$ cat src/common/vproc_defs.svh
/*
 vproc core parameters.
 Instruction and data widths, register file size, lane count
 and result queue depth shared by every vproc block.
*/
`ifndef VPROC_DEFS_SVH
`define VPROC_DEFS_SVH

// Host instruction word.
`define VPROC_INSTR_W 24

// Scalar register and vector lane width.
`define VPROC_DATA_W 16

`define VPROC_LANES 4 // Lanes per vector register.

// Full vector register width.
`define VPROC_VEC_W (`VPROC_DATA_W * `VPROC_LANES)

`define VPROC_REGS 16 // Registers per file.

// Result queue depth, also the host credits after reset.
`define VPROC_RES_DEPTH 4

`endif

$ cat src/common/vproc_pkg.sv
/*
 vproc shared types.
 Opcode and func encodings, instruction, issue and result words,
 the dnt bubble and the 16-bit ALU used by both datapaths.
*/
`include "vproc_defs.svh"

package vproc_pkg;

	typedef enum logic [2:0] {
		OP_SARITH = 3'b000, // Scalar arithmetic.
		OP_VARITH = 3'b001, // Vector arithmetic.
		OP_SIMM   = 3'b010, // Scalar immediate.
		OP_SMEM   = 3'b011, // Scalar memory, not executed.
		OP_VMGMT  = 3'b100, // Vector management.
		OP_VMEM   = 3'b101, // Vector memory, not executed.
		OP_BRANCH = 3'b110, // Branch, not executed.
		OP_DNT    = 3'b111  // Do nothing.
	} opcode_e;

	// Immediate forms reuse F_ADD as add-immediate and F_SUB as load-immediate.
	typedef enum logic [2:0] {
		F_ADD = 3'b000,
		F_SUB = 3'b001,
		F_AND = 3'b010,
		F_OR  = 3'b011,
		F_XOR = 3'b100,
		F_SLL = 3'b101,
		F_SRL = 3'b110,
		F_SLT = 3'b111
	} func_e;

	typedef struct packed {
		opcode_e    opcode;
		logic       s1;    // Carried, unused.
		logic [3:0] rd;
		logic [3:0] rs;
		logic [3:0] rt;
		logic [3:0] shamt;
		func_e      func;
		logic       s0;    // Carried, unused.
	} instr_t;

	// All-ones bubble.
	localparam instr_t DNT_INSTR = instr_t'({`VPROC_INSTR_W{1'b1}});

	typedef struct packed {
		logic   valid;
		instr_t instr;
	} issue_t;

	typedef enum logic [1:0] {
		RES_NONE   = 2'd0, // Retired without a value.
		RES_SCALAR = 2'd1,
		RES_VECTOR = 2'd2
	} res_kind_e;

	typedef struct packed {
		logic                    valid;
		res_kind_e               kind;
		logic [3:0]              rd;
		logic [`VPROC_VEC_W-1:0] value; // Scalar sits in the low bits.
	} result_t;

	// One 16-bit ALU slice, scalar path and each vector lane.
	function automatic logic [`VPROC_DATA_W-1:0] alu_op(
		input func_e                    func,
		input logic [`VPROC_DATA_W-1:0] a,
		input logic [`VPROC_DATA_W-1:0] b,
		input logic [3:0]               shamt
	);
		case (func)
			F_ADD:   alu_op = a + b;
			F_SUB:   alu_op = a - b;
			F_AND:   alu_op = a & b;
			F_OR:    alu_op = a | b;
			F_XOR:   alu_op = a ^ b;
			F_SLL:   alu_op = a << shamt; // Shift by shamt, not rt.
			F_SRL:   alu_op = a >> shamt;
			default: alu_op = {{(`VPROC_DATA_W-1){1'b0}}, (a < b)}; // Unsigned compare.
		endcase
	endfunction

endpackage

$ cat src/design/datapath_selector.sv
/*
 Datapath selector, decode stage.
 Routes each host instruction to the scalar or vector datapath by
 opcode and feeds the dnt bubble to the other. Opcode 111 goes to
 neither and is flagged for direct retirement.
*/
`timescale 1ns/100ps

module datapath_selector (
	input  logic                clk,
	input  logic                arst_n,
	input  logic                in_valid,
	input  vproc_pkg::instr_t   in_instr,
	output vproc_pkg::issue_t   scalar_issue,
	output vproc_pkg::issue_t   vector_issue,
	output logic                dnt_retire
);

	logic to_scalar; // Opcode belongs to the scalar group.
	logic to_vector; // Opcode belongs to the vector group.

	always_comb begin
		to_scalar = 1'b0;
		to_vector = 1'b0;
		case (in_instr.opcode)
			vproc_pkg::OP_SARITH,
			vproc_pkg::OP_SIMM,
			vproc_pkg::OP_SMEM,
			vproc_pkg::OP_BRANCH: to_scalar = 1'b1;
			vproc_pkg::OP_VARITH,
			vproc_pkg::OP_VMGMT,
			vproc_pkg::OP_VMEM:   to_vector = 1'b1;
			default: ; // Opcode 111, neither path.
		endcase
	end

	// Issue words land one cycle after acceptance.
	always_ff @(posedge clk or negedge arst_n) begin
		if (!arst_n) begin
			scalar_issue <= '{valid: 1'b0, instr: vproc_pkg::DNT_INSTR};
			vector_issue <= '{valid: 1'b0, instr: vproc_pkg::DNT_INSTR};
			dnt_retire   <= 1'b0;
		end else begin
			// Unchosen path sees the bubble.
			scalar_issue <= '{valid: 1'b0, instr: vproc_pkg::DNT_INSTR};
			vector_issue <= '{valid: 1'b0, instr: vproc_pkg::DNT_INSTR};
			if (in_valid && to_scalar) begin
				scalar_issue <= '{valid: 1'b1, instr: in_instr};
			end
			if (in_valid && to_vector) begin
				vector_issue <= '{valid: 1'b1, instr: in_instr};
			end
			dnt_retire <= in_valid && !to_scalar && !to_vector; // Credit only.
		end
	end

endmodule

$ cat config.mk
export PLATFORM = sky130hd
export DESIGN_NAME = datapath_selector
export DESIGN_NICKNAME = d
export VERILOG_FILES = /design/src/common/vproc_pkg.sv /design/src/design/datapath_selector.sv
export VERILOG_INCLUDE_DIRS = /design/src /design/src/common
export SDC_FILE = /design/constraint.sdc
export NUM_CORES = 1
export LEC_CHECK = 0
export ABC_AREA = 1
export BUFFER_PORTS_ARGS = -buffer_cell sky130_fd_sc_hd__buf_2
export CAP_MARGIN = 20
export CORE_MARGIN = 8
export CORE_UTILIZATION = 27
export CTS_CLUSTER_SIZE = 24
export DETAILED_ROUTE_END_ITERATION = 16
export PLACE_DENSITY = 0.61
export SLEW_MARGIN = 25
export SYNTH_ARGS = -nofsm -noshare
export SYNTH_HDL_FRONTEND = slang
export SYNTH_SLANG_ARGS = --single-unit
$ cat constraint.sdc
create_clock -name clk -period 1.25 [get_ports clk]
set_clock_uncertainty 0.15 [all_clocks]
set_input_delay 0.125 -clock clk [delete_from_list [all_inputs] [get_ports clk]]
set_output_delay 0.125 -clock clk [all_outputs]
set_load 0.02 [all_outputs]
==> impl_metrics.py <==
metrics = {
    "status": {
        "status": "complete, no violations",
    },
    "sta": {
        "finalSetupViolCount": 0,
        "finalCriticalPeriod_ns": 1.24,
        "max_slew_margin": 0.814,
        "tightest_slew_ns": 0.279,
        "hold_viol_final": 0,
        "slew_violations": 0,
        "rsz0062_at_grt": "true",
        "max_freq_mhz": 809,
        "min_period_over_period": 0.989,
    },
    "finish": {
        "insertedDiodeCount": 0,
        "post-route-util": 0.463,
        "final_design_area_no_fill_um2": 2960,
        "area_delta_synth_final_pct": 65.4,
        "finalNetCount": 279,
        "drive_gt1_frac": 0.569,
    },
    "worst_setup_path": {
        "path_buf_inv": 1,
        "cp.required_ns": 0.98,
        "crit_family": "flip-flops",
        "crit_chain": "buf_6",
        "crit_path_top_delay_cell": "dfstp_2",
        "critPathLaunchType": "flip-flop",
        "cp.arrival_ns": 0.96,
        "path_max_fanout": 1,
        "end_kind": "output pin",
        "cpPeakStageDelay_ns": 0.55,
        "path_class": "reg2out",
    },
    "die": {
        "initial_utilization": 0.280,
        "row_count": 29,
        "die_x_um": 97.4,
        "core_area_um2": 6390,
        "pin_count": 78,
        "die_area_um2": 9480,
        "fp.dieH_um": 97.4,
    },
    "worst_hold_path": {
        "hp-class": "in2reg",
    },
    "global_route": {
        "grt_pass1_vias": 1596,
        "grt_remaining_overflow": 0,
        "grt_pass1_wl_mm": 8.14,
        "track_usage": 0.107,
        "grtUsageMet1": 0.110,
        "antenna_found_initial": 0,
        "grt_max_degree": 52,
        "met2_usage": 0.191,
        "grt_use_met3": 0.0391,
        "gr-max-usage-layer": "met2",
    },
    "pwr": {
        "cellLeakagePower_uw": 0.00137,
        "pwr_density_cell_nw_per_um2": 1180,
        "irDropWorstVdd_uv": 567,
    },
    "routing": {
        "wl_mm": 5.01,
        "wl_per_cell_um": 15.2,
        "initialDrtViolationCount": 54,
        "drc": 0,
        "num_vias": 1394,
        "drt_pass1_iterations": 4,
        "via_per_inst": 4.22,
        "antenna_left": 0,
    },
    "clock_tree": {
        "htree_levels": 2,
        "root_buffer": "clkbuf_8",
        "cts_sinks": 51,
        "cts_buffer_depth": 2,
        "cts_tree": "done",
        "clk_pin_slew_ns": 0.09,
        "numCtsBuffers": 5,
        "post_cts_buffers": 0,
    },
    "logic_synthesis": {
        "synth-main-ff-cell": "dfstp_2",
        "synth.area.top_cells": "dfstp_2, nand4_1, nand2_1",
        "synth_most_common_cell": "dfstp_2",
        "yosysSeqAreaShare": 0.747,
        "syn_avg_cell_area_um2": 12.5,
        "yosysWarnings": 0,
        "yosys.area.top_type": "dfstp_2",
        "synth-seq-cells": 51,
        "synth_top_area_frac": 0.705,
        "yosysUniqueCellTypes": 14,
        "ys_top_cells_by_count": "dfstp_2, nand2_1, inv_1, nand4_1, buf_2",
        "synthCells": 143,
        "synth_edf_count": 0,
        "async_reset_ff_frac": 1.00,
        "syn_area_um2": 1790,
        "synth.net_count": 170,
    },
    "flow_run": {
        "cap_viol_max_count": 0,
    },
    "placement": {
        "dp_hpwl_mm": 3.38,
        "port_buffers": 77,
        "place_congestion": 0.679,
        "placed_area_um2": 2280,
    },
}
==> area by class of cell <==
| cell class | instances | area, um2 |
|---|---|---|
| Sequential cell | 51 | 1340 |
| Clock inverter | 2 | 35.0 |
| Timing Repair Buffer | 111 | 1020 |
| Fill cell | 611 | 3430 |
| Tap cell | 77 | 96.3 |
| Inverter | 28 | 105 |
| Multi-Input combinational cell | 55 | 284 |
| Clock buffer | 6 | 82.6 |
==> through the flow <==
step / hold WS, ns / total power [uW] / setup TNS, ns / std cells / setup WS, ns
after detailed placement: -0.0153 / 2210 / 0 / 296 / 0.166
final: 0.0869 / 3490 / 0 / 330 / 0.0137
after CTS: 0.0669 / 3530 / -0.00911 / 330 / -0.00883
after global placement: -0.0190 / 2200 / 0 / 296 / 0.170
after floorplan: -0.321 / 2020 / 0 / 143 / 0.360
after global routing: 0.0822 / 3650 / -0.252 / 330 / -0.0228
==> worst min-delay path: cells and delay by family <==
kind                   cells  cell delay (ns)
and+or+nand+nor            1             0.06
buffers and inverters      2             0.21
AOI/OAI and AO/OA          1             0.11
==> sequential cells by signal, indices dropped and copies added (netlist names) <==
signal	flops
dnt_retire	1
scalar_issue	25
vector_issue	25
==> path summary, 6_finish.rpt <==
check / start / end / slack [ns] / depth (start not counted)
max: vector_issue[12] / vector_issue[12] / 0.01 / 1
min: in_instr[22] / scalar_issue[21] / 0.09 / 4
max in group asynchronous: arst_n / vector_issue[9] / 0.47 / 3
min in group asynchronous: arst_n / vector_issue[24] / 0.19 / 3
==> what timing repair did <==
item,4_1_cts,5_1_grt
hold buffers,26,0
gates resized for setup,71,25
hold endpoints to repair,98,0
endpoints found under the setup margin,48,45
==> cells in the final DEF, fill, tap and decap left out <==
master          n
buf_6          48
dfstp_2        48
buf_2          29
nand2_1        28
inv_1          27
dlygate4sd3_1  26
nand4_1        22
buf_4           7
clkbuf_8        6
dfrtp_1         3
o21ai_4         1
nor2_1          1
inv_2           1
a21oi_1         1
nor2_4          1
nand3_1         1
bufinv_16       1
clkinv_2        1
buf_12          1
==> power by group <==
part	total, uW	internal, uW	switching [uW]
Sequential	1800	1770	31.8
Clock	1160	648	516
Combinational	525	250	274
Total	3490	2660	822
==> cell families (layout without fill, tap and decap cells) <==
kind of cell | after synthesis | in the layout | synth area share
AOI/OAI and AO/OA | 2 | 2 | 0.0119
DFF | 51 | 51 | 0.747
and+or+nand+nor | 53 | 53 | 0.147
buffers and inverters | 37 | 147 | 0.0938
==> routing by layer <==
layer,part of all wire,vias up
met3,0.061,10
met4,0.026,0
met2,0.54,46
met5,0,-
li1,-,659
met1,0.38,679
Note: power is estimated with default switching activity, not from simulation.
