File: src/common/vproc_defs.svh
/*
 vproc core parameters.
 Instruction and data widths, register file size, lane count
 and result queue depth shared by every vproc block.
*/
`ifndef VPROC_DEFS_SVH
`define VPROC_DEFS_SVH

// Host instruction word.
`define VPROC_INSTR_W 24

// Scalar register and vector lane width.
`define VPROC_DATA_W 16

`define VPROC_LANES 4 // Lanes per vector register.

// Full vector register width.
`define VPROC_VEC_W (`VPROC_DATA_W * `VPROC_LANES)

`define VPROC_REGS 16 // Registers per file.

// Result queue depth, also the host credits after reset.
`define VPROC_RES_DEPTH 4

`endif

File: src/common/vproc_pkg.sv
/*
 vproc shared types.
 Opcode and func encodings, instruction, issue and result words,
 the dnt bubble and the 16-bit ALU used by both datapaths.
*/
`include "vproc_defs.svh"

package vproc_pkg;

	typedef enum logic [2:0] {
		OP_SARITH = 3'b000, // Scalar arithmetic.
		OP_VARITH = 3'b001, // Vector arithmetic.
		OP_SIMM   = 3'b010, // Scalar immediate.
		OP_SMEM   = 3'b011, // Scalar memory, not executed.
		OP_VMGMT  = 3'b100, // Vector management.
		OP_VMEM   = 3'b101, // Vector memory, not executed.
		OP_BRANCH = 3'b110, // Branch, not executed.
		OP_DNT    = 3'b111  // Do nothing.
	} opcode_e;

	// Immediate forms reuse F_ADD as add-immediate and F_SUB as load-immediate.
	typedef enum logic [2:0] {
		F_ADD = 3'b000,
		F_SUB = 3'b001,
		F_AND = 3'b010,
		F_OR  = 3'b011,
		F_XOR = 3'b100,
		F_SLL = 3'b101,
		F_SRL = 3'b110,
		F_SLT = 3'b111
	} func_e;

	typedef struct packed {
		opcode_e    opcode;
		logic       s1;    // Carried, unused.
		logic [3:0] rd;
		logic [3:0] rs;
		logic [3:0] rt;
		logic [3:0] shamt;
		func_e      func;
		logic       s0;    // Carried, unused.
	} instr_t;

	// All-ones bubble.
	localparam instr_t DNT_INSTR = instr_t'({`VPROC_INSTR_W{1'b1}});

	typedef struct packed {
		logic   valid;
		instr_t instr;
	} issue_t;

	typedef enum logic [1:0] {
		RES_NONE   = 2'd0, // Retired without a value.
		RES_SCALAR = 2'd1,
		RES_VECTOR = 2'd2
	} res_kind_e;

	typedef struct packed {
		logic                    valid;
		res_kind_e               kind;
		logic [3:0]              rd;
		logic [`VPROC_VEC_W-1:0] value; // Scalar sits in the low bits.
	} result_t;

	// One 16-bit ALU slice, scalar path and each vector lane.
	function automatic logic [`VPROC_DATA_W-1:0] alu_op(
		input func_e                    func,
		input logic [`VPROC_DATA_W-1:0] a,
		input logic [`VPROC_DATA_W-1:0] b,
		input logic [3:0]               shamt
	);
		case (func)
			F_ADD:   alu_op = a + b;
			F_SUB:   alu_op = a - b;
			F_AND:   alu_op = a & b;
			F_OR:    alu_op = a | b;
			F_XOR:   alu_op = a ^ b;
			F_SLL:   alu_op = a << shamt; // Shift by shamt, not rt.
			F_SRL:   alu_op = a >> shamt;
			default: alu_op = {{(`VPROC_DATA_W-1){1'b0}}, (a < b)}; // Unsigned compare.
		endcase
	endfunction

endpackage

File: src/vector/vector_execute.sv
/*
 Vector execute stage.
 Sixteen 64-bit vector registers, each four 16-bit lanes. Runs the
 scalar func set independently per lane and splats an immediate to
 all lanes. Vector memory and unused management funcs retire empty.
*/
`timescale 1ns/100ps
`include "vproc_defs.svh"

module vector_execute (
	input  logic                clk,
	input  logic                arst_n,
	input  vproc_pkg::issue_t   issue,
	output vproc_pkg::result_t  res
);

	localparam int DW = `VPROC_DATA_W;
	localparam int VW = `VPROC_VEC_W;

	logic [VW-1:0]     vregs [`VPROC_REGS]; // Vector register file.
	vproc_pkg::instr_t ins;
	logic [VW-1:0]     vec_a;   // rs vector.
	logic [VW-1:0]     vec_b;   // rt vector.
	logic [VW-1:0]     lane_res; // Lane-wise ALU output.
	logic [DW-1:0]     imm;
	logic [VW-1:0]     wr_val;
	logic              wr_en;

	assign ins   = issue.instr;
	assign vec_a = vregs[ins.rs];
	assign vec_b = vregs[ins.rt];
	assign imm   = DW'({ins.rt, ins.shamt});

	// Each lane is its own 16-bit slice, no carry crosses.
	always_comb begin
		for (int l = 0; l < `VPROC_LANES; l++) begin
			lane_res[l*DW +: DW] = vproc_pkg::alu_op(ins.func, vec_a[l*DW +: DW],
				vec_b[l*DW +: DW], ins.shamt);
		end
	end

	always_comb begin
		wr_en  = 1'b0;
		wr_val = lane_res;
		case (ins.opcode)
			vproc_pkg::OP_VARITH: begin
				wr_en = 1'b1;
			end
			vproc_pkg::OP_VMGMT: begin
				if (ins.func == vproc_pkg::F_ADD) begin
					wr_en  = 1'b1;
					wr_val = {`VPROC_LANES{imm}}; // Splat.
				end
			end
			default: ; // Vector memory retires empty.
		endcase
	end

	always_ff @(posedge clk or negedge arst_n) begin
		if (!arst_n) begin
			for (int i = 0; i < `VPROC_REGS; i++) begin
				vregs[i] <= '0;
			end
		end else if (issue.valid && wr_en) begin
			vregs[ins.rd] <= wr_val;
		end
	end

	always_ff @(posedge clk or negedge arst_n) begin
		if (!arst_n) begin
			res <= '0;
		end else begin
			res.valid <= issue.valid;
			res.kind  <= (issue.valid && wr_en) ? vproc_pkg::RES_VECTOR : vproc_pkg::RES_NONE;
			res.rd    <= ins.rd;
			res.value <= wr_val;
		end
	end

endmodule

File: config.mk
export PLATFORM = sky130hd
export DESIGN_NAME = vector_execute
export DESIGN_NICKNAME = d
export VERILOG_FILES = /design/src/common/vproc_pkg.sv /design/src/vector/vector_execute.sv
export VERILOG_INCLUDE_DIRS = /design/src /design/src/common
export SDC_FILE = /design/constraint.sdc
export NUM_CORES = 2
export LEC_CHECK = 0
export BUFFER_PORTS_ARGS = -buffer_cell sky130_fd_sc_hd__buf_2
export CAP_MARGIN = 10
export CORE_ASPECT_RATIO = 1.75
export CORE_MARGIN = 4
export CORE_UTILIZATION = 50
export CTS_CLUSTER_DIAMETER = 30
export DETAILED_ROUTE_END_ITERATION = 10
export PLACE_DENSITY = 0.68
export SLEW_MARGIN = 20
export SYNTH_ARGS = -nofsm -noshare
export SYNTH_HDL_FRONTEND = slang
export SYNTH_SLANG_ARGS = --single-unit
File: constraint.sdc
create_clock -name clk -period 4.65 [get_ports clk]
set_clock_uncertainty 0.1 [all_clocks]
set_input_delay 0.2325 -clock clk [delete_from_list [all_inputs] [get_ports clk]]
set_output_delay 0.2325 -clock clk [all_outputs]
set_load 0.005 [all_outputs]
==> run_results.csv <==
group,metric,value,unit
clock_network,clk_path_buf_depth,3,
status,outcome,"finished with violations",
cells_and_area,fillerInstances,11200,
timing,setup_tns,-0.0838,ns
synth,main_combinational_cell_family_by_area_after_synthesis,"multiplexers",
timing,post-route-period-util,1.02,
flow_run,timing.max_cap.violations,0,
status,violations,"negative setup slack",
cells_and_area,layout.cells.most_common_list,"buf_4, dfrtp_1, nand2_1",
grt,grt_start_max_net_pins,136,
synth,synth_cell_type_count,117,
routing,post-route-drc-count,0,
placement,place.port_buffers,94,
timing,finalHoldViolCount,0,
worst_setup_path,ff2ff_path_depth,16,
worst_setup_path,cp_slowest_stage_delay,0.45,ns
synth,synth_edf_count,0,
cells_and_area,register_area,0.0274,mm^2
routing,drt-wirelength-per-cell,35.1,um
clock_network,cts-buffers-inserted,159,
worst_hold_path,hold-path-endpoint,"res[67]",
pwr,p_per_area,347,mW/mm^2
die,start_util,0.503,
clock_network,cts_num_sinks,1094,
grt,globalRoute.totalOverflow,0,
die,coreArea,0.141,mm^2
routing,route.vias.total,66800,
synth,ys_warn_count,0,
placement,place_inst,9336,
die,die-width,292,um
cells_and_area,number_of_non_filler_instances_in_the_completed_layout,9690,
timing,timing.max_slew.rel_slack,0.235,
pwr,fin_total_pwr,30.7,mW
timing,finalHoldWorstSlack,0.176,ns
die,floorplan.io_pins,98,
synth,synth_xor_xnor_area_share,0.00248,
worst_setup_path,cp-end-kind,"flop",
cells_and_area,area_delta_synth_final,25.2,%
worst_setup_path,setup.reg_to_reg.worst_slack,-0.08,ns
synth,synth_fa_ha_area_frac,0.0364,
worst_hold_path,timing.hold.worst.class,"in -> reg",
clock_network,clock_insertion_delay_worst_skew,0.84,ns
synth,synth.mux.area_fraction,0.247,
die,rows,182,
clock_network,clock_tree_from_tritoncts,"done",
synth,postSynth.asyncResetShare,1.00,
synth,netlist_instances,6792,
timing,setup_viol,1,
synth,syn-cell-area,0.0707,mm^2
clock_network,cts_root_buffer,"clkbuf_16",
die,die_area,0.148,mm^2
synth,ys_seq_elements,1094,
routing,antenna_left,0,
routing,finalWirelength,340000,um
worst_setup_path,critPathMaxFanout,5,
synth,synth-simple-area-share,0.102,
cells_and_area,final_standard_cell_utilization_of_the_core,0.630,
worst_setup_path,r2r-end,"res[6]",
synth,synth_compound_gate_area_share,0.172,
timing,grt_setup_unrepaired,"yes",
die,fp.dieH,505,um
worst_setup_path,cp-start-kind,"flop",
grt,grt_first_pass_wirelength,482000,um
worst_setup_path,required_time_worst_endpoint,5.15,ns
cells_and_area,mostFrequentLayoutCell,"buf_4",
timing,period_minus_slack,4.73,ns
worst_setup_path,path_cells,"buf_4 -> mux4_2 -> a22o_4 -> a31oi_4 -> inv_2 -> ha_4 -> fa_2 -> a211oi_4 -> nor2_1 -> o21ai_0 -> nand2b_1 -> a221o_1 -> a211o_1 -> a211oi_2 -> o21a_2 -> clkinvlp_4",
placement,gpl.final_weighted_congestion,1.10,
timing,worst_setup_margin,-0.0838,ns
pwr,peakVddDrop,525,uV
placement,place_area,0.0816,mm^2
timing,worst_tran_pin_value,1.14,ns
worst_setup_path,timing_worst_setup_path_type,"reg -> reg",
cells_and_area,drive_gt1_frac,0.339,
cells_and_area,final_instance_area,0.0885,mm^2
timing,final-max-slew-violation-count,0,
synth,synth_nets,7020,
routing,drtIter0Drc,7562,
timing,max_freq,211,MHz
clock_network,cts.reportedPaths.clkPinSlew,0.06,ns
worst_setup_path,crit_path_start,"vregs[704]",
worst_hold_path,min_path_cells,2,
worst_setup_path,r2r-start,"vregs[704]",
grt,all_layer_global_routing_usage,0.453,
routing,routed_via_density,6.89,
cells_and_area,final_nets,7925,
worst_setup_path,crit_path_dat,5.23,ns
worst_hold_path,worst_hold_startpoint,"issue[19]",
cells_and_area,multi_input_area,0.0405,mm^2
clock_network,ctsHtreeMaxLevel,4,
grt,antenna_found_initial,25,
pwr,total_leakage_power,39.6,nW
synth,synth-seq-area-share,0.387,
worst_setup_path,cp_slowest_cell,"mux4_2",
placement,detailed_place_hpwl,247000,um
grt,grt_pass1_vias,67900,
synth,avgSynthCellArea,10.4,um^2
placement,pre_cts_ws,-0.744,ns
synth,synth_flop_cell,"dfrtp_1",
routing,detailedRoute.firstPassIterationCount,8,
[sequential cells by signal (all words and copies together), names as in the netlist]
register	count
res	70
vregs	1024
[cell families (layout without fill, tap and decap cells)]
kind of cell             Yosys count  in the layout
AO/OA/AOI/OAI                   1937           1940
XOR/XNOR                          20             20
adder cells (fa/ha/maj)          201            201
buffers and inverters            839           1879
flip-flops                      1094           1094
multiplexers                     985            985
other                              1             16
AND/OR/NAND/NOR                 1715           1715
[how the worst max path moves through the flow]
stage / end / slack [ns]
floorplan: vregs[477] / -0.07
global placement: vregs[320] / -0.66
detailed placement: vregs[813] / -0.74
CTS: vregs[543] / 0.005
global route: vregs[797] / -0.06
finish: res[6] / -0.08
[synth_stat cells, drive strengths merged (82+ instances only)]
cell,n,area share
a22oi,85,0.0090
nand2,1044,0.055
mux4,579,0.18
ha,193,0.034
inv,242,0.013
o21ai,912,0.065
nor2,338,0.018
dfrtp,1094,0.39
a21oi,252,0.018
mux2i,176,0.025
clkbuf,375,0.020
o22ai,82,0.0073
buf,220,0.019
mux2,230,0.037
[per-layer routing]
layer / GRT usage / wire, um / up-vias
li1: - / - / 27100
met4: 0.402 / 38600 / 14
met5: 0 / 100 / -
met2: 0.718 / 157000 / 4467
met1: 0.514 / 114000 / 33600
met3: 0.0992 / 29600 / 1628
[final cells by class]
| cell class | count | area share |
|---|---|---|
| repair buffers | 1336 | 0.130 |
| inverters | 244 | 0.0105 |
| well taps | 1840 | 0.0260 |
| diodes | 15 | 0.000424 |
| flip-flops and latches | 1094 | 0.309 |
| multi-input cells | 4862 | 0.458 |
| clock inverters | 123 | 0.0184 |
| clock buffers | 176 | 0.0468 |
[repair_timing]
action | CTS | global route
cloned | 2 | 5
setup buffers | 9 | 13
pin swaps | 18 | 42
gates resized for setup | 59 | 111
hold endpoints to repair | 119 | 0
hold buffers | 11 | 0
endpoints found under the setup margin | 273 | 527
[worst max-delay path, delay by kind of cell (launching register included)]
kind,cells,cell delay (ns)
AOI/OAI and AO/OA,8,2.25
muxes,1,0.45
DFF,1,0.41
adders and majority gates,2,0.56
buffers and inverters,3,0.57
and+or+nand+nor,2,0.18
[power by group]
group	switching, mW	total (mW)	internal (mW)	leakage [nW]
Sequential	0.515	10.6	10.1	15.1
Clock	5.25	12.9	7.69	2.79
Combinational	4.10	7.13	3.03	21.8
Total	9.86	30.7	20.8	39.6
(Power assumes the default switching activity.)
