[config.mk]
export PLATFORM = sky130hd
export DESIGN_NAME = result_merge
export DESIGN_NICKNAME = d
export VERILOG_FILES = /design/src/common/vproc_pkg.sv /design/src/design/result_merge.sv
export VERILOG_INCLUDE_DIRS = /design/src /design/src/common
export SDC_FILE = /design/constraint.sdc
export NUM_CORES = 1
export LEC_CHECK = 0
export BUFFER_PORTS_ARGS = -buffer_cell sky130_fd_sc_hd__buf_2
export CORE_MARGIN = 8
export CORE_UTILIZATION = 55
export CTS_CLUSTER_DIAMETER = 30
export DETAILED_ROUTE_END_ITERATION = 6
export PLACE_DENSITY = 0.88
export SLEW_MARGIN = 25
export SYNTH_ARGS = -nofsm -noshare
export SYNTH_HDL_FRONTEND = slang
export SYNTH_SLANG_ARGS = --single-unit
[constraint.sdc]
create_clock -name clk -period 5.8 [get_ports clk]
set_clock_uncertainty 0.2 [all_clocks]
set_input_delay 1.16 -clock clk [delete_from_list [all_inputs] [get_ports clk]]
set_output_delay 1.16 -clock clk [all_outputs]
set_load 0.005 [all_outputs]
[src/common/vproc_defs.svh]
/*
 vproc core parameters.
 Instruction and data widths, register file size, lane count
 and result queue depth shared by every vproc block.
*/
`ifndef VPROC_DEFS_SVH
`define VPROC_DEFS_SVH

// Host instruction word.
`define VPROC_INSTR_W 24

// Scalar register and vector lane width.
`define VPROC_DATA_W 16

`define VPROC_LANES 4 // Lanes per vector register.

// Full vector register width.
`define VPROC_VEC_W (`VPROC_DATA_W * `VPROC_LANES)

`define VPROC_REGS 16 // Registers per file.

// Result queue depth, also the host credits after reset.
`define VPROC_RES_DEPTH 4

`endif

[src/common/vproc_pkg.sv]
/*
 vproc shared types.
 Opcode and func encodings, instruction, issue and result words,
 the dnt bubble and the 16-bit ALU used by both datapaths.
*/
`include "vproc_defs.svh"

package vproc_pkg;

	typedef enum logic [2:0] {
		OP_SARITH = 3'b000, // Scalar arithmetic.
		OP_VARITH = 3'b001, // Vector arithmetic.
		OP_SIMM   = 3'b010, // Scalar immediate.
		OP_SMEM   = 3'b011, // Scalar memory, not executed.
		OP_VMGMT  = 3'b100, // Vector management.
		OP_VMEM   = 3'b101, // Vector memory, not executed.
		OP_BRANCH = 3'b110, // Branch, not executed.
		OP_DNT    = 3'b111  // Do nothing.
	} opcode_e;

	// Immediate forms reuse F_ADD as add-immediate and F_SUB as load-immediate.
	typedef enum logic [2:0] {
		F_ADD = 3'b000,
		F_SUB = 3'b001,
		F_AND = 3'b010,
		F_OR  = 3'b011,
		F_XOR = 3'b100,
		F_SLL = 3'b101,
		F_SRL = 3'b110,
		F_SLT = 3'b111
	} func_e;

	typedef struct packed {
		opcode_e    opcode;
		logic       s1;    // Carried, unused.
		logic [3:0] rd;
		logic [3:0] rs;
		logic [3:0] rt;
		logic [3:0] shamt;
		func_e      func;
		logic       s0;    // Carried, unused.
	} instr_t;

	// All-ones bubble.
	localparam instr_t DNT_INSTR = instr_t'({`VPROC_INSTR_W{1'b1}});

	typedef struct packed {
		logic   valid;
		instr_t instr;
	} issue_t;

	typedef enum logic [1:0] {
		RES_NONE   = 2'd0, // Retired without a value.
		RES_SCALAR = 2'd1,
		RES_VECTOR = 2'd2
	} res_kind_e;

	typedef struct packed {
		logic                    valid;
		res_kind_e               kind;
		logic [3:0]              rd;
		logic [`VPROC_VEC_W-1:0] value; // Scalar sits in the low bits.
	} result_t;

	// One 16-bit ALU slice, scalar path and each vector lane.
	function automatic logic [`VPROC_DATA_W-1:0] alu_op(
		input func_e                    func,
		input logic [`VPROC_DATA_W-1:0] a,
		input logic [`VPROC_DATA_W-1:0] b,
		input logic [3:0]               shamt
	);
		case (func)
			F_ADD:   alu_op = a + b;
			F_SUB:   alu_op = a - b;
			F_AND:   alu_op = a & b;
			F_OR:    alu_op = a | b;
			F_XOR:   alu_op = a ^ b;
			F_SLL:   alu_op = a << shamt; // Shift by shamt, not rt.
			F_SRL:   alu_op = a >> shamt;
			default: alu_op = {{(`VPROC_DATA_W-1){1'b0}}, (a < b)}; // Unsigned compare.
		endcase
	endfunction

endpackage

[src/design/result_merge.sv]
/*
 Result merge stage.
 Queues valued results from both datapaths in issue order and sends
 them out under output credits. Returns one input credit per retired
 instruction, valued or not.
*/
`timescale 1ns/100ps
`include "vproc_defs.svh"

module result_merge (
	input  logic                clk,
	input  logic                arst_n,
	input  vproc_pkg::result_t  scalar_res,
	input  vproc_pkg::result_t  vector_res,
	input  logic                dnt_retire,
	input  logic                out_credit,
	output logic                res_valid,
	output vproc_pkg::result_t  res,
	output logic                in_credit
);

	localparam int DEPTH = `VPROC_RES_DEPTH;
	localparam int PTR_W = $clog2(DEPTH);
	localparam int CNT_W = $clog2(DEPTH + 1);
	localparam int RET_W = CNT_W + 1;

	vproc_pkg::result_t fifo_mem [DEPTH];
	logic [PTR_W-1:0]   wr_ptr;
	logic [PTR_W-1:0]   rd_ptr;
	logic [CNT_W-1:0]   fifo_count;
	logic [CNT_W-1:0]   out_credits; // Output credits held.
	logic [CNT_W-1:0]   owed;        // Input credits not yet pulsed.
	logic [RET_W-1:0]   ret_sum;
	logic               dnt_d;       // dnt_retire aligned to execute.
	vproc_pkg::result_t in_res;
	vproc_pkg::result_t head;
	logic               in_val;      // Valued result arriving.
	logic               in_none;     // Empty retirement arriving.
	logic               fifo_empty;
	logic               pop;
	logic               push;

	assign in_res     = scalar_res.valid ? scalar_res : vector_res; // Never both.
	assign in_val     = in_res.valid && (in_res.kind != vproc_pkg::RES_NONE);
	assign in_none    = (in_res.valid && (in_res.kind == vproc_pkg::RES_NONE)) || dnt_d;
	assign fifo_empty = (fifo_count == '0);
	assign head       = fifo_empty ? in_res : fifo_mem[rd_ptr]; // Bypass when empty.
	assign pop        = (out_credits != '0) && (!fifo_empty || in_val);
	assign push       = in_val && !(fifo_empty && pop);
	assign ret_sum    = {1'b0, owed} + RET_W'(pop) + RET_W'(in_none);

	always_ff @(posedge clk) begin
		if (push) begin
			fifo_mem[wr_ptr] <= in_res;
		end
	end

	always_ff @(posedge clk or negedge arst_n) begin
		if (!arst_n) begin
			wr_ptr      <= '0;
			rd_ptr      <= '0;
			fifo_count  <= '0;
			out_credits <= '0;
			owed        <= '0;
			dnt_d       <= 1'b0;
			in_credit   <= 1'b0;
			res_valid   <= 1'b0;
			res         <= '0;
		end else begin
			dnt_d <= dnt_retire;
			if (push) wr_ptr <= wr_ptr + 1'b1; // Wraps, depth is a power of two.
			if (pop && !fifo_empty) rd_ptr <= rd_ptr + 1'b1;
			fifo_count <= fifo_count + CNT_W'(push) - CNT_W'(pop && !fifo_empty);
			// Grants beyond the queue depth saturate.
			if (out_credit && !pop && (out_credits != CNT_W'(DEPTH))) begin
				out_credits <= out_credits + 1'b1;
			end else if (!out_credit && pop) begin
				out_credits <= out_credits - 1'b1;
			end
			// One pulse per cycle, extras wait in owed.
			in_credit <= (ret_sum != '0);
			if (ret_sum != '0) owed <= CNT_W'(ret_sum - 1'b1);
			res_valid <= pop;
			res       <= pop ? head : '0;
		end
	end

endmodule

==> flow_summary.json <==
{
  "syn_area_mm2": 0.01490,
  "hold_viol_final": 0,
  "cts.sinks": 371,
  "cts_setup_buffers": 0,
  "dr_wl_met3_um": 2381,
  "drc": 0,
  "root_buffer": "clkbuf_16",
  "reg2reg_slack_ns": 2.45,
  "nets": 1255,
  "final_cell_mix": "284 x edfxtp_1, 216 x buf_2, 147 x nand2_1",
  "routed_wl_um": 32960,
  "dieArea_mm2": 0.03262,
  "whs_endpoint": "owed[0]",
  "status": "finished clean",
  "synthFlopType": "edfxtp_1",
  "reg2reg_from": "fifo_count[1]",
  "antenna_found_initial": 3,
  "grt_pass1_vias": 9299,
  "cp_cell_sequence": "buf_4 > buf_4 > or2_1 > a21oi_1 > fa_1 > inv_1 > ha_1 > nand2_1 > o21ai_1 > nand2_1 > mux2_1",
  "wl_per_cell_um": 22.12,
  "start_util": 0.5561,
  "final_common_cell": "edfxtp_1",
  "min_from": "owed[0]",
  "place_hpwl_um": 18710,
  "dp_slack_ns": 1.503,
  "avgSynthCellArea_um2": 17.37,
  "r2r-end": "fifo_count[2]",
  "setup_tns_ns": 0,
  "synth_edf_count": 284,
  "grt_pass1_wl_um": 51520,
  "yosys_warnings": 0,
  "drtAntennaViolNets": 0,
  "fill_cells": 1710,
  "utilization": 0.6875,
  "power.share.clock": 0.344,
  "cts.clk_slew.worst_paths_ns": 0.05,
  "wirelength_met1_um": 12900,
  "overflow": 0,
  "crit_fanout": 39,
  "setup.worst_path.end_class": "flop",
  "gp_congestion": 0.7351,
  "worstHoldPathCells": 1,
  "synth-seq-area-share": 0.7183,
  "peakVddDrop_uv": 347.4,
  "synthCells": 858,
  "cts_tree": "done",
  "pin_count": 219,
  "numCtsBuffers": 59,
  "cp_slowest_cell": "buf_4",
  "start_kind": "input pin",
  "ys_types": 41,
  "wl_met2_um": 16910,
  "synth_nets": 1016,
  "core-area_mm2": 0.02680,
  "setup_viol": 0,
  "p_comb_frac": 0.269,
  "hold_path.class": "reg2reg",
  "setup_ws_ns": 2.041,
  "seqPwrFrac": 0.386,
  "insertion_delay_ns": 0.57,
  "crit_type": "in2reg",
  "cap_viol_max_count": 0,
  "power.switching_w": 0.003136,
  "fmax_mhz": 266.0,
  "min_period_over_period": 0.6481,
  "p_int_w": 0.007265,
  "rr_worst_depth": 10,
  "tightestPinTransition_ns": 0.9409,
  "cp_data_arrival_time_ns": 4.00,
  "leakagePower_nw": 7.069,
  "clk_path_buf_depth": 3,
  "critPathBufInv": 3,
  "rsz0062_at_grt": "false",
  "rows": 60,
  "p_per_area_mw_per_mm2": 564.5,
  "slew_headroom": 0.3727,
  "routed_via_density": 5.717,
  "portBuffers": 218,
  "fin_crit_ns": 3.759,
  "top_layer_used": "met5",
  "die_h_um": 180.6,
  "seq_area_mm2": 0.01071,
  "die_w_um": 180.6,
  "cts_hold_buf": 0,
  "sw_frac_of_total": 0.3015,
  "synthArstFlopShare": 0.2345,
  "required_ns": 6.04,
  "crit_path_start": "scalar_res[70]",
  "drt_first_pass_iters": 5,
  "ys_seq_elements": 371,
  "cts_resized": 0,
  "drive_above_1_share": 0.3885,
  "vias": 8518,
  "slowest_delay_ns": 0.52,
  "drt_first_iter_violations": 549,
  "slew_violations": 0,
  "cts_max_level": 2,
  "critPathTopFamily": "buffers and inverters",
  "grt_usage": 0.2013,
  "multiInputGateArea_mm2": 0.003904,
  "grt_max_degree": 75,
  "syn_to_final_growth_pct": 23.63
}
==> cells by family (layout without fill, tap and decap cells) <==
family                     after synthesis  count (layout)  share of synthesized area
other                                    0               1                          0
adders and majority gates               12              12                    0.01159
and+or+nand+nor                        170             170                    0.04575
muxes                                  146             146                     0.1640
DFF                                    371             371                     0.7183
buffers and inverters                   61             351                    0.02174
xor gates and xnor gates                 9               9                   0.005289
AOI/OAI and AO/OA                       89              89                    0.03333
==> routing by layer <==
layer  global-route usage  vias to the layer above
li1                     -                     3753
met1               0.2517                     4309
met2               0.3439                      382
met3              0.04677                       70
met4              0.06581                        4
met5                    0                        -
==> area by class of cell <==
class / instances / area share
sequential: 371 / 0.5814
multi-input combinational: 426 / 0.2119
clock buffer: 68 / 0.08474
timing repair buffer: 228 / 0.06777
clock inverter: 44 / 0.02872
tap: 341 / 0.02315
inverter: 11 / 0.002241
antenna: 1 / 0.0001358
==> stage by stage <==
stage | instance area [um^2] | hold WS [ns] | instances | power [W]
after floorplan | 14900 | 0.2581 | 858 | 0.005913
after global placement | 16220 | 0.2749 | 1372 | 0.006658
after detailed placement | 16310 | 0.2936 | 1376 | 0.006831
after CTS | 18400 | 0.3060 | 1488 | 0.01049
after global routing | 18430 | 0.3358 | 1490 | 0.01090
final | 18430 | 0.3020 | 1490 | 0.01040
==> sequential cells by signal (all words and copies together) (netlist names) <==
signal	count
dnt_d	1
fifo_count	3
fifo_mem	284
in_credit	1
out_credits	3
owed	3
rd_ptr	2
res	71
res_valid	1
wr_ptr	2
==> synthesized netlist by cell type (2+ instances only) <==
master       n  share of area
xor2_1       3         0.0018
o2111ai_1    2         0.0012
nand3_1      4         0.0013
buf_6        7         0.0053
buf_4        2         0.0010
and2_1       4         0.0017
nor2_1       6         0.0015
edfxtp_1   284           0.57
o21ai_1      4         0.0013
o211ai_1     2         0.0010
buf_1        4         0.0010
fa_1         3         0.0040
mux4_2      71           0.11
nand2_1    147          0.037
buf_2       28         0.0094
ha_1         9         0.0076
mux2_2      30          0.023
clkbuf_1     9         0.0023
or2_1        2        0.00084
xnor2_1      6         0.0035
mux2_1      42          0.032
nor3_2       2         0.0013
o211a_1      2         0.0013
dfrtp_1     87           0.15
inv_2        2        0.00050
inv_1        9         0.0023
mux2i_1      2         0.0013
a21oi_1     72          0.024
==> how the worst max path moves through the flow <==
stage,end,slack (ns),cells after the start
2_1_floorplan,fifo_mem[0][0],1.81,4
3_3_place_gp,out_credits[1],1.66,9
3_5_place_dp,out_credits[1],1.50,10
4_1_cts,owed[0],2.04,11
5_1_grt,owed[0],1.79,11
6_report,owed[0],2.04,11
==> worst register-to-register path: stages, from the launching register on <==
cell     delay [ns]
dfrtp_1        0.46
nor3_4         0.24
buf_4          0.77
nor2_1         0.25
ha_1           0.36
inv_1          0.06
ha_1           0.13
inv_1          0.06
fa_1           0.41
xnor2_1        0.15
xnor2_1        0.13
==> power groups by stage <==
stage,sequential [W],clock (W),combinational [W]
after floorplan,0.00393,0,0.00199
after global placement,0.00411,0,0.00255
after detailed placement,0.00413,0,0.00270
after CTS,0.00411,0.00363,0.00276
after global routing,0.00410,0.00374,0.00307
final,0.00402,0.00358,0.00280
No activity file was read; power rests on OpenSTA's default activity.
